**config.mk**
```make
export PLATFORM = sky130hd
export DESIGN_NAME = rsp_merge_flat
export DESIGN_NICKNAME = d
export VERILOG_FILES = /design/src/verilog/mem_sched_pkg.sv /design/src/verilog/sched_ifs.sv /design/src/verilog/rsp_merge.sv /design/src/flat_wrapper.sv
export SDC_FILE = /design/constraint.sdc
export NUM_CORES = 1
export LEC_CHECK = 0
export BUFFER_PORTS_ARGS = -buffer_cell sky130_fd_sc_hd__buf_2
export CAP_MARGIN = 20
export CORE_MARGIN = 3
export CORE_UTILIZATION = 41
export CTS_CLUSTER_DIAMETER = 100
export DETAILED_ROUTE_END_ITERATION = 10
export GPL_ROUTABILITY_DRIVEN = 1
export PLACE_DENSITY_LB_ADDON = 0.25
export SLEW_MARGIN = 25
export SYNTH_ARGS = -nofsm -noshare
export SYNTH_HDL_FRONTEND = slang
export SYNTH_SLANG_ARGS = --single-unit
```
**constraint.sdc**
```tcl
create_clock -name clk -period 15.12 [get_ports clk]
set_input_delay 3.024 -clock clk [delete_from_list [all_inputs] [get_ports clk]]
set_output_delay 3.024 -clock clk [all_outputs]
set_load 0.02 [all_outputs]
```
**src/verilog/mem_sched_pkg.sv**
```systemverilog
/*
 * Memory scheduler shared definitions
 * Request, bank and slot sizes with the per-lane and per-bank types
 */
`default_nettype none

package mem_sched_pkg;

    localparam int NUM_REQS    = 4;
    localparam int NUM_BANKS   = 2;
    localparam int NUM_BATCHES = (NUM_REQS + NUM_BANKS - 1) / NUM_BANKS;
    localparam int ADDR_W      = 16;
    localparam int DATA_W      = 16;
    localparam int BYTEEN_W    = DATA_W / 8;
    localparam int TAG_W       = 4;
    localparam int QUEUE_SIZE  = 4;
    localparam int SLOT_W      = 2;
    localparam int BATCH_W     = 1;
    // Batch index sits above the slot number
    localparam int MEM_TAG_W   = BATCH_W + SLOT_W;

    typedef logic [NUM_REQS-1:0]  lane_mask_t;
    typedef logic [NUM_BANKS-1:0] bank_mask_t;

    typedef logic [NUM_REQS-1:0][ADDR_W-1:0]   lane_addr_t;
    typedef logic [NUM_REQS-1:0][DATA_W-1:0]   lane_data_t;
    typedef logic [NUM_REQS-1:0][BYTEEN_W-1:0] lane_byteen_t;

    typedef logic [NUM_BANKS-1:0][ADDR_W-1:0]    bank_addr_t;
    typedef logic [NUM_BANKS-1:0][DATA_W-1:0]    bank_data_t;
    typedef logic [NUM_BANKS-1:0][BYTEEN_W-1:0]  bank_byteen_t;
    typedef logic [NUM_BANKS-1:0][MEM_TAG_W-1:0] bank_tag_t;

endpackage

`default_nettype wire
```
**src/verilog/sched_ifs.sv**
```systemverilog
/*
 * Scheduler internal interfaces
 * Queue head towards the dispatcher, selected bank response towards the merger
 */
`default_nettype none


interface mem_rsp_if;
    import mem_sched_pkg::*;

    logic                 valid;
    bank_mask_t           bank_mask;
    bank_data_t           data;
    logic [MEM_TAG_W-1:0] tag;
    logic                 ready;

    modport source (output valid, bank_mask, data, tag, input ready);
    modport sink   (input valid, bank_mask, data, tag, output ready);
endinterface

`default_nettype wire

```
**src/verilog/rsp_merge.sv**
```systemverilog
/*
 * Response merger
 * Collects bank responses per slot and emits one core response when complete
 */
`default_nettype none

module rsp_merge (
    input  wire                              clk,
    input  wire                              reset,
    input  wire                              alloc,
    input  wire [mem_sched_pkg::SLOT_W-1:0]  free_slot,
    input  wire mem_sched_pkg::lane_mask_t   alloc_mask,
    input  wire [mem_sched_pkg::TAG_W-1:0]   lookup_tag,
    input  wire                              rsp_ready,
    mem_rsp_if.sink                          sel,
    output logic [mem_sched_pkg::SLOT_W-1:0] lookup_slot,
    output logic                             release_en,
    output logic [mem_sched_pkg::SLOT_W-1:0] release_slot,
    output logic                             rsp_valid,
    output mem_sched_pkg::lane_mask_t        rsp_mask,
    output mem_sched_pkg::lane_data_t        rsp_data,
    output logic [mem_sched_pkg::TAG_W-1:0]  rsp_tag
);
    import mem_sched_pkg::*;

    lane_mask_t         orig_mask [QUEUE_SIZE];
    lane_mask_t         rem_mask  [QUEUE_SIZE];
    lane_data_t         store     [QUEUE_SIZE];

    logic [SLOT_W-1:0]  slot;
    logic [BATCH_W-1:0] batch;
    lane_mask_t         cur_lanes;
    lane_mask_t         rem_next;
    lane_data_t         merged;
    logic               complete;
    logic               fire;

    assign slot  = sel.tag[SLOT_W-1:0];
    assign batch = sel.tag[MEM_TAG_W-1 -: BATCH_W];

    always_comb begin
        merged = store[slot];
        for (int r = 0; r < NUM_REQS; r++) begin
            cur_lanes[r] = (BATCH_W'(r / NUM_BANKS) == batch) && sel.bank_mask[r % NUM_BANKS];
            if (cur_lanes[r]) begin
                merged[r] = sel.data[r % NUM_BANKS];
            end
        end
    end

    assign rem_next = rem_mask[slot] & ~cur_lanes;
    assign complete = (rem_next == '0);

    // Only the completing response needs room in the output register
    assign sel.ready    = !rsp_valid || rsp_ready || !complete;
    assign fire         = sel.valid && sel.ready;
    assign lookup_slot  = slot;
    assign release_en   = fire && complete;
    assign release_slot = slot;

    always_ff @(posedge clk) begin
        if (alloc) begin
            orig_mask[free_slot] <= alloc_mask;
            rem_mask[free_slot]  <= alloc_mask;
        end
        if (fire) begin
            rem_mask[slot] <= rem_next;
            store[slot]    <= merged;
        end
    end

    always_ff @(posedge clk) begin
        if (reset) begin
            rsp_valid <= 1'b0;
        end else if (release_en) begin
            rsp_valid <= 1'b1;
        end else if (rsp_ready) begin
            rsp_valid <= 1'b0;
        end
    end

    always_ff @(posedge clk) begin
        if (release_en) begin
            rsp_mask <= orig_mask[slot];
            rsp_data <= merged;
            rsp_tag  <= lookup_tag;
        end
    end

endmodule

`default_nettype wire

```
**src/flat_wrapper.sv**
```systemverilog
// flat-port wrapper written by rule: the top's interface ports become plain ports
module rsp_merge_flat import mem_sched_pkg::*;
  (clk, reset, alloc, free_slot, alloc_mask, lookup_tag, rsp_ready, lookup_slot, release_en, release_slot, rsp_valid, rsp_mask, rsp_data, rsp_tag, sel_valid, sel_bank_mask, sel_data, sel_tag, sel_ready);
  mem_rsp_if sel_i ();
  input  wire clk;
  input  wire reset;
  input  wire alloc;
  input  wire [mem_sched_pkg::SLOT_W-1:0] free_slot;
  input  wire mem_sched_pkg::lane_mask_t alloc_mask;
  input  wire [mem_sched_pkg::TAG_W-1:0] lookup_tag;
  input  wire rsp_ready;
  output logic [mem_sched_pkg::SLOT_W-1:0] lookup_slot;
  output logic release_en;
  output logic [mem_sched_pkg::SLOT_W-1:0] release_slot;
  output logic rsp_valid;
  output mem_sched_pkg::lane_mask_t rsp_mask;
  output mem_sched_pkg::lane_data_t rsp_data;
  output logic [mem_sched_pkg::TAG_W-1:0] rsp_tag;
  input wire logic [$bits(sel_i.valid)-1:0] sel_valid;
  input wire logic [$bits(sel_i.bank_mask)-1:0] sel_bank_mask;
  input wire logic [$bits(sel_i.data)-1:0] sel_data;
  input wire logic [$bits(sel_i.tag)-1:0] sel_tag;
  output wire logic [$bits(sel_i.ready)-1:0] sel_ready;
  assign sel_i.valid = sel_valid;
  assign sel_i.bank_mask = sel_bank_mask;
  assign sel_i.data = sel_data;
  assign sel_i.tag = sel_tag;
  assign sel_ready = sel_i.ready;
  rsp_merge u_core (.clk(clk), .reset(reset), .alloc(alloc), .free_slot(free_slot), .alloc_mask(alloc_mask), .lookup_tag(lookup_tag), .rsp_ready(rsp_ready), .sel(sel_i), .lookup_slot(lookup_slot), .release_en(release_en), .release_slot(release_slot), .rsp_valid(rsp_valid), .rsp_mask(rsp_mask), .rsp_data(rsp_data), .rsp_tag(rsp_tag));
endmodule
```
==> impl_results.md, run 1 <==
* First-pass GRT wire length at 42900 microns
* Mean Syn Cell Area at 22.1 sq um
* Cell taking the most area after synthesis: edfxtp_1
* Synthesized net count at 683
* Setup violations, final at 0
* Worst-Margin Slew at 1.02 ns
* Via density at 5.32
* Fin area at 0.0163 sq mm
* Maxcap violations at 0
* Worst-Skew Late Latency at 0.51 ns
* Largest net degree at the start of global routing at 69
* Startpoint types: input port
* Root Buffer Master: clkbuf_16
* FP Rows at 66
* Layout cells sized above 1 at 42.2%
* Post-route setup TNS at 0 ns
* Initial antenna violation count at 0
* Cell mode on critical path: buf_4
* Post-route non-filler standard cell count at 1245
* First-pass DRT Iterations at 5
* Die W at 190 microns
* H-tree depth at 2
* Synth top area cells: edfxtp_1 78%, mux4_2 11%, mux2_2 5.4%
* Die H at 190 microns
* Worst Skew at 0.00943 ns
* Routed Antenna Nets at 0
* Hpwl dp at 15600 microns
* Slew margin rel. at 32.0%
* Core Area at 0.0330 sq mm
* Area added between synthesis and finish at 16.8%
* Cts bufs inserted at 38
* ANT cells at 0
* Overall routing resource usage at 15.5%
* Number of setup buffers added after CTS at 0
* Yosys reg bits at 361
* CTS Buffer Depth at 3
* Vias at 6629
* Initial Util at 42.1%
* Synthesis Warnings at 0
* RSZ-0062 raised after global routing: false
* Seq/Total Area, Yosys at 77.8%
* Hold-fix buffers, CTS at 0
* Slowest CP cell: buf_4
* Critical path capture point type: output port
* GP Congestion at 0.817
* CP required at 12.10 ns
* Hold violation count in the final report at 0
* Status: completed
* Post-Syn Area at 0.0139 sq mm
* Hold Path Class: flop to flop
* Maximum vdd drop at 84.2 uV
* Iter 0 DRT Violations at 665
* WP data arrival at 5.66 ns
* Fmax at 0.115 GHz
* Slew Viols, Final at 0
* Cell count after synthesis at 631
* LEAKAGE at 0.00543 uW
* Pwr dens at 136 mW/mm^2
* CTS resizes at 0
* Reg clk slew, reported paths at 0.06 ns
* Tmin final at 8.68 ns
* Share of the synthesized area in the top cell type at 77.7%
* Reg2reg setup slack at 11.94 ns
* Final wirelength at 27600 microns
* TritonCTS clock tree: done
* Slowest cell delay on critical path at 0.50 ns
* Vias in the first global route at 7257
* Period Utilization, post-route at 57.4%
* Remaining design rule violation count at 0
* # fillers at 2741
* Worst Setup Path Type: input port to output port
* Dpl cells at 1179
* Die footprint at 0.0362 sq mm
* Sink Count at 361
* # port buffers at 130
* Yosys cell types at 40
* Total gr overflow at 0
* I/O pin total at 131
* Area after DPL at 0.0151 sq mm
* Nets at 829
* Crit path cell chain: buf_4 -> mux2_2 -> a22oi_1 -> and4bb_1 -> and2_1 -> nor3b_2 -> buf_4 -> buf_2
* DR WL/cell at 22.2 microns
* Worst Path Max Fanout at 42
## registers in the layout (all words and copies together), names as in the netlist
signal and flops:
u_core.rsp_data 64, u_core.rsp_valid 1, u_core.store 256, u_core.rem_mask 16, u_core.rsp_mask 4, u_core.rsp_tag 4
u_core.orig_mask 16
## worst max-delay path, delay by kind of cell
kind / cells / cell delay [ns]
compound gates: 1 / 0.20
buf+inv: 3 / 1.15
mux: 1 / 0.41
simple gates: 3 / 0.85
## logic make-up after synthesis
group	synth area share (%)
AOI/OAI and AO/OA	1.78
buffers and inverters	1.44
DFF	77.8
and+or+nand+nor	2.15
muxes	16.8
## worst paths after layout
path | startpoint | to | cells past startpoint
setup / recovery | sel_tag[1] | release_en | 8
hold / removal | u_core.orig_mask[2][1]$_DFFE_PP_ | u_core.rsp_mask[1]$_DFFE_PP_ | 1
setup reg to reg | u_core.rem_mask[2][2]$_DFFE_PP_ | u_core.rsp_data[45]$_DFFE_PP_ | 7
hold reg to reg | u_core.orig_mask[2][1]$_DFFE_PP_ | u_core.rsp_mask[1]$_DFFE_PP_ | 1
## stage by stage
stage                     setup WS (ns)  hold WS (ns)  util [%]  power (uW)
final                              6.44         0.631      49.2        2210
after global routing               6.28         0.663      49.2        2300
after CTS                          6.28         0.639      49.2        2240
after detailed placement           6.27         0.621      45.6        1350
after global placement             6.26         0.597      45.6        1340
after floorplan                    2.39         0.550         -        1300
## routing by layer
layer / track usage [%] / vias to the layer above / wire length [microns]
li1: - / 2915 / -
met1: 20.8 / 3439 / 11800
met2: 25.8 / 219 / 13500
met3: 3.09 / 56 / 1560
met4: 4.94 / 0 / 775
met5: 0 / - / 0
## cells in the final DEF, fill, tap and decap left out, drive strengths merged, types with 2 or more instances in the layout
master	count
edfxtp	360
buf	139
mux4	69
mux2	67
clkbuf	45
clkinv	16
nand2	13
nand3	10
nor2	9
a21oi	8
nand4	8
o21ai	8
inv	6
mux2i	3
o22ai	3
o21a	3
o21bai	3
bufinv	3
nor3b	3
nand2b	3
a31oi	3
nor2b	2
and2	2
o2bb2ai	2
or2	2
## power by group
group,internal (uW),total (uW),switching [uW]
registers,1160,1170,9.83
clock network,522,884,362
logic,59.3,156,96.6
total,1740,2210,468
## layout make-up
class	count	area (sq um)	share of cell area, %
Clock buffer	45	998	6.14
Clock inverter	21	180	1.11
Inverter	5	18.8	0.115
Multi-Input combinational cell	232	2940	18.1
Sequential cell	361	10800	66.6
Tap cell	442	553	3.40
Timing Repair Buffer	139	734	4.52
## synthesized netlist by cell type (all sizes together)
cell type	number
mux4	69
nand2	13
and2	2
a311oi	1
nand3	10
dfxtp	1
edfxtp	360
and3b	1
a31oi	3
a21o	1
a21oi	8
a22oi	1
nand2b	3
o2bb2ai	2
o21ai	8
nor3b	3
inv	5
a31o	1
a21boi	1
buf	24
or2	2
mux2	67
nand4	8
nor2	9
nor3	1
a21bo	1
and4bb	1
o21a	3
o21bai	3
mux2i	3
o22ai	3
clkbuf	9
nor2b	2
a211o	1
and3	1
No activity file was read; power rests on OpenSTA's default activity.
==> run 2: changes to the inputs <==
clock period = 7.8 ns   (was 15.12 ns; I/O delays follow)
==> run 2 against run 1 <==
Die area unchanged. Via count up 1.7%. Sequential cell count unchanged. Worst setup slack worse by 4.5 ns. Critical path depth unchanged. Register-to-register slack worse by 7.4 ns. Wire length up 1.3%. Cell area about the same. Critical endpoint unchanged. Highest routed layer unchanged.
==> impl_results.md, run 2 (synthesis gave the netlist of run 1 again) <==
* First-pass DRT Iterations at 4
* Vias in the first global route at 7196
* Slew margin rel. at 38.5%
* Hold-fix buffers, CTS at 0
* Setup violations, final at 0
* Post-route setup TNS at 0 ns
* CP delay by family, top: buffers and inverters
* Worst Setup Path Type: input port to output port
* Period Utilization, post-route at 75.6%
* Slew Viols, Final at 0
* CP required at 6.24 ns
* Die W at 190 microns
* Biggest registers after layout: u_core.store x256, u_core.rsp_data x64
* FP Rows at 66
* Area added between synthesis and finish at 16.9%
* Cell mode on critical path: buf_4
* Slowest CP cell: buf_4
* Fin area at 0.0163 sq mm
* Final wirelength at 27900 microns
* Root Buffer Master: clkbuf_16
* Remaining design rule violation count at 0
* Number of setup buffers added after CTS at 0
* Met2 Track Usage GR at 26.0%
* Sink Count at 361
* Hpwl dp at 16700 microns
* Commonest non-fill, non-tap cell in the layout: edfxtp_1
* Status: completed
* Vias at 6739
* Worst Skew at 0.0172 ns
* DR WL/cell at 22.5 microns
* Crit path cell chain: buf_4 -> mux2_2 -> a22oi_1 -> and4bb_1 -> and2_1 -> nor3b_4 -> buf_4 -> buf_2
* Maximum vdd drop at 151 uV
* GP Congestion at 0.852
* CTS Buffer Depth at 3
* Die H at 190 microns
* Total gr overflow at 0
* RSZ-0062 raised after global routing: false
* Most flop-heavy register: u_core.store
* ANT cells at 0
* Pwr dens at 262 mW/mm^2
* First-pass GRT wire length at 42600 microns
* H-tree depth at 2
* Worst-Skew Late Latency at 0.51 ns
* Cts bufs inserted at 37
* CTS resizes at 0
* Initial Util at 42.1%
* LEAKAGE at 0.00542 uW
* Initial antenna violation count at 0
* Die footprint at 0.0362 sq mm
* Hold Path Class: flop to flop
* WP data arrival at 4.34 ns
* Final WS setup at 1.90 ns
* Nets at 830
* Worst Path Max Fanout at 49
* Routed Antenna Nets at 0
* Reg clk slew, reported paths at 0.06 ns
* I/O pin total at 131
* Largest net degree at the start of global routing at 65
* GR peak layer: met2
* Worst-Margin Slew at 0.920 ns
* Startpoint types: input port
* Slowest cell delay on critical path at 0.57 ns
* Fmax at 0.170 GHz
* # port buffers at 130
* M3 GR Usage at 3.00%
* Post-Place Worst Slack at 1.88 ns
* Maxcap violations at 0
* Core Area at 0.0330 sq mm
* TritonCTS clock tree: done
* Layout cells sized above 1 at 42.7%
* Overall routing resource usage at 15.5%
* WHS at 0.626 ns
* Tmin final at 5.90 ns
* Total power at 4250 uW
* Most frequent cells in the layout: 360 x edfxtp_1, 128 x buf_2, 69 x mux4_2
* Routing usage on met1 at 21.0%
* Via density at 5.42
* Area after DPL at 0.0151 sq mm
* Critical path capture point type: output port
* Iter 0 DRT Violations at 533
* Hold violation count in the final report at 0
* Buf/Inv on CP at 3
* Max FFs per register at 256
==> run 2: changes by cell type in the layout (fill, tap and decap cells not counted), moves of 2 or more <==
cell,delta
buf_6,-2
buf_4,+3
clkbuf_1,-4
clkbuf_16,-2
clkinvlp_4,+2
==> run 2: cell type report <==
| type | instances | area (sq um) |
|---|---|---|
| Timing Repair Buffer | 141 | 762 |
| Multi-Input combinational cell | 232 | 2950 |
| Sequential cell | 361 | 10800 |
| Fill cell | 2728 | 16800 |
| Tap cell | 442 | 553 |
| Clock buffer | 39 | 933 |
| Inverter | 5 | 18.8 |
| Clock inverter | 23 | 220 |
==> run 2: routing by layer <==
layer  wire length, microns  up-vias
met1                  11900     3513
met3                   1730       56
met2                  13800      244
met5                      0        -
li1                       -     2926
met4                    572        0
==> run 2: worst reg2reg max path, stage by stage, from the launching register on <==
cell and delay (ns):
edfxtp_1 0.42, mux2_2 0.28, a22oi_1 0.20, and4bb_1 0.48, and2_1 0.22, nor3b_4 0.18, buf_4 0.44, buf_4 0.60
==> run 2: power breakdown <==
part	switching, uW	internal (uW)
Sequential	20.4	2250
Combinational	188	117
Clock	680	996
==> run 2: path summary, 6_finish.rpt <==
path                                                      start                         endpoint  slack, ns  depth (start not counted)
worst max-delay path                                 sel_tag[1]                       release_en       1.90                          8
worst min-delay path            u_core.rem_mask[2][1]$_DFFE_PP_  u_core.rem_mask[2][1]$_DFFE_PP_       0.63                          2
worst max register to register  u_core.rem_mask[2][2]$_DFFE_PP_    u_core.rsp_data[34]$_DFFE_PP_       4.58                          7
worst min register to register  u_core.rem_mask[2][1]$_DFFE_PP_  u_core.rem_mask[2][1]$_DFFE_PP_       0.63                          2
==> run 2: per-stage QoR <==
stage / util (%) / instances
detailed placement: 45.6 / 1180
finish: 49.2 / 1243
CTS: 49.1 / 1242
global route: 49.2 / 1243
global placement: 45.6 / 1180
floorplan: - / 631
==> run 3: changes to the inputs <==
clock period = 5.9 ns   (was 7.8 ns; I/O delays follow)
==> run 3 against run 2 <==
Sequential share of layout area decreased by 0.32 points. Non-clock buffer count rose by 1. Worst setup slack worse by 0.78 ns. Clock skew is 0.0011 ns higher. Clock power rose by 38%. Critical endpoint unchanged. Register-to-register slack got worse by 1.9 ns. Global-route usage grew 0.068 points. Combinational power is 33% higher. Sequential cell count unchanged. Total power is 35% higher. Via count down 0.64%. Utilization grew 0.24 points.
==> impl_results.md, run 3 (synthesis gave the netlist of run 1 again) <==
* Status: completed
* H-tree depth at 2
* Max FFs per register at 256
* Hold violation count in the final report at 0
* Dpl cells at 1182
* Number of setup buffers added after CTS at 0
* Cts bufs inserted at 39
* Pwr dens at 351 mW/mm^2
* Die footprint at 0.0362 sq mm
* Setup violations, final at 0
* Biggest registers after layout: u_core.store x256, u_core.rsp_data x64
* Hold Startpoint: u_core.rem_mask[0][2]$_DFFE_PP_
* Nets at 833
* Worst Skew at 0.0183 ns
* FP Rows at 66
* First-pass GRT wire length at 43000 microns
* Worst Setup Path Type: input port to output port
* CP required at 4.72 ns
* CTS resizes at 0
* Area added between synthesis and finish at 17.4%
* Startpoint types: input port
* Fmax at 0.210 GHz
* Largest net degree at the start of global routing at 68
* Slew Viols, Final at 0
* Worst-Skew Late Latency at 0.52 ns
* Flop pwr share at 52.4%
* Worst Path Max Fanout at 56
* Die W at 190 microns
* Initial Util at 42.1%
* Hold depth at 2
* Post-route setup TNS at 0 ns
* Hold Path Class: flop to flop
* Internal at 4530 uW
* Root Buffer Master: clkbuf_16
* Maxcap violations at 0
* WP data arrival at 3.59 ns
* Maximum vdd drop at 194 uV
* Overall routing resource usage at 15.6%
* Critical path capture point type: output port
* TritonCTS clock tree: done
* CP startpoint: sel_tag[1]
* I/O pin total at 131
* Via density at 5.36
* Iter 0 DRT Violations at 621
* Final WS setup at 1.13 ns
* Clock share of power at 40.5%
* Post-route non-filler standard cell count at 1249
* Final wirelength at 28000 microns
* Most flop-heavy register: u_core.store
* First-pass DRT Iterations at 5
* Slew margin rel. at 30.4%
* Layout cells sized above 1 at 42.3%
* Worst-Margin Slew at 1.04 ns
* Vias at 6696
* Total gr overflow at 0
* Reg clk slew, reported paths at 0.06 ns
* LEAKAGE at 0.00547 uW
* Gate power share at 7.0%
* Remaining design rule violation count at 0
* Vias in the first global route at 7216
* DR WL/cell at 22.4 microns
* CTS Buffer Depth at 3
* Worst reg2reg path startpoint: u_core.rem_mask[2][2]$_DFFE_PP_
* GP Congestion at 0.866
* RSZ-0062 raised after global routing: false
* Period Utilization, post-route at 80.9%
* ANT cells at 0
* Net Switching at 1210 uW
* Routed Antenna Nets at 0
* Post-Place Worst Slack at 1.08 ns
* Most frequent cells in the layout: 360 x edfxtp_1, 128 x buf_2, 69 x mux4_2
* Commonest non-fill, non-tap cell in the layout: edfxtp_1
* Final core utilization at 49.5%
* Tmin final at 4.77 ns
* Core Area at 0.0330 sq mm
* Die H at 190 microns
* Reg2Reg Depth at 7
* Initial antenna violation count at 0
* Hold-fix buffers, CTS at 0
* Sw frac at 21.0%
* # port buffers at 130
* Hpwl dp at 16500 microns
* Sink Count at 361
run 3: worst max-delay path, stage by stage:
cell	delay, ns
buf_4	0.62
mux2_2	0.42
a22oi_1	0.21
and4bb_1	0.46
and2_1	0.21
nor3b_4	0.21
buf_2	0.25
run 3: through the flow:
stage                     instance area (sq um)  hold slack (ns)  power, uW
final                                     16300            0.617       5730
after global routing                      16300            0.641       5950
after detailed placement                  15100            0.598       3470
after global placement                    15100            0.611       3450
after CTS                                 16300            0.614       5800
after floorplan                           13900            0.550       3320
run 3: layout make-up:
type | instances | area (sq um)
clock buffer | 47 | 1010
clock inverter | 20 | 211
fill | 2724 | 16700
inverter | 5 | 18.8
multi-input combinational | 232 | 2940
sequential | 361 | 10800
tap | 442 | 553
timing repair buffer | 142 | 787
run 3: path summary, 6_finish.rpt:
check | slack (ns) | to
worst max-delay path | 1.13 | release_en
worst min-delay path | 0.62 | u_core.rem_mask[0][2]$_DFFE_PP_
worst max register to register | 2.66 | u_core.rsp_data[49]$_DFFE_PP_
worst min register to register | 0.62 | u_core.rem_mask[0][2]$_DFFE_PP_
run 3: power groups by stage:
| stage | Combinational, uW | Sequential [uW] | Clock [uW] |
|---|---|---|---|
| after floorplan | 243 | 3080 | 0 |
| after global placement | 394 | 3050 | 0 |
| after detailed placement | 408 | 3060 | 0 |
| after CTS | 411 | 3010 | 2390 |
| after global routing | 438 | 3010 | 2500 |
| final | 403 | 3010 | 2320 |
run 3: per-layer routing:
metal | GRT usage (%) | up-vias | wire length (microns)
met5 | 0 | - | 0
met4 | 4.49 | 0 | 607
met3 | 2.63 | 49 | 1460
met2 | 25.9 | 225 | 13900
met1 | 21.4 | 3493 | 12000
li1 | - | 2929 | -
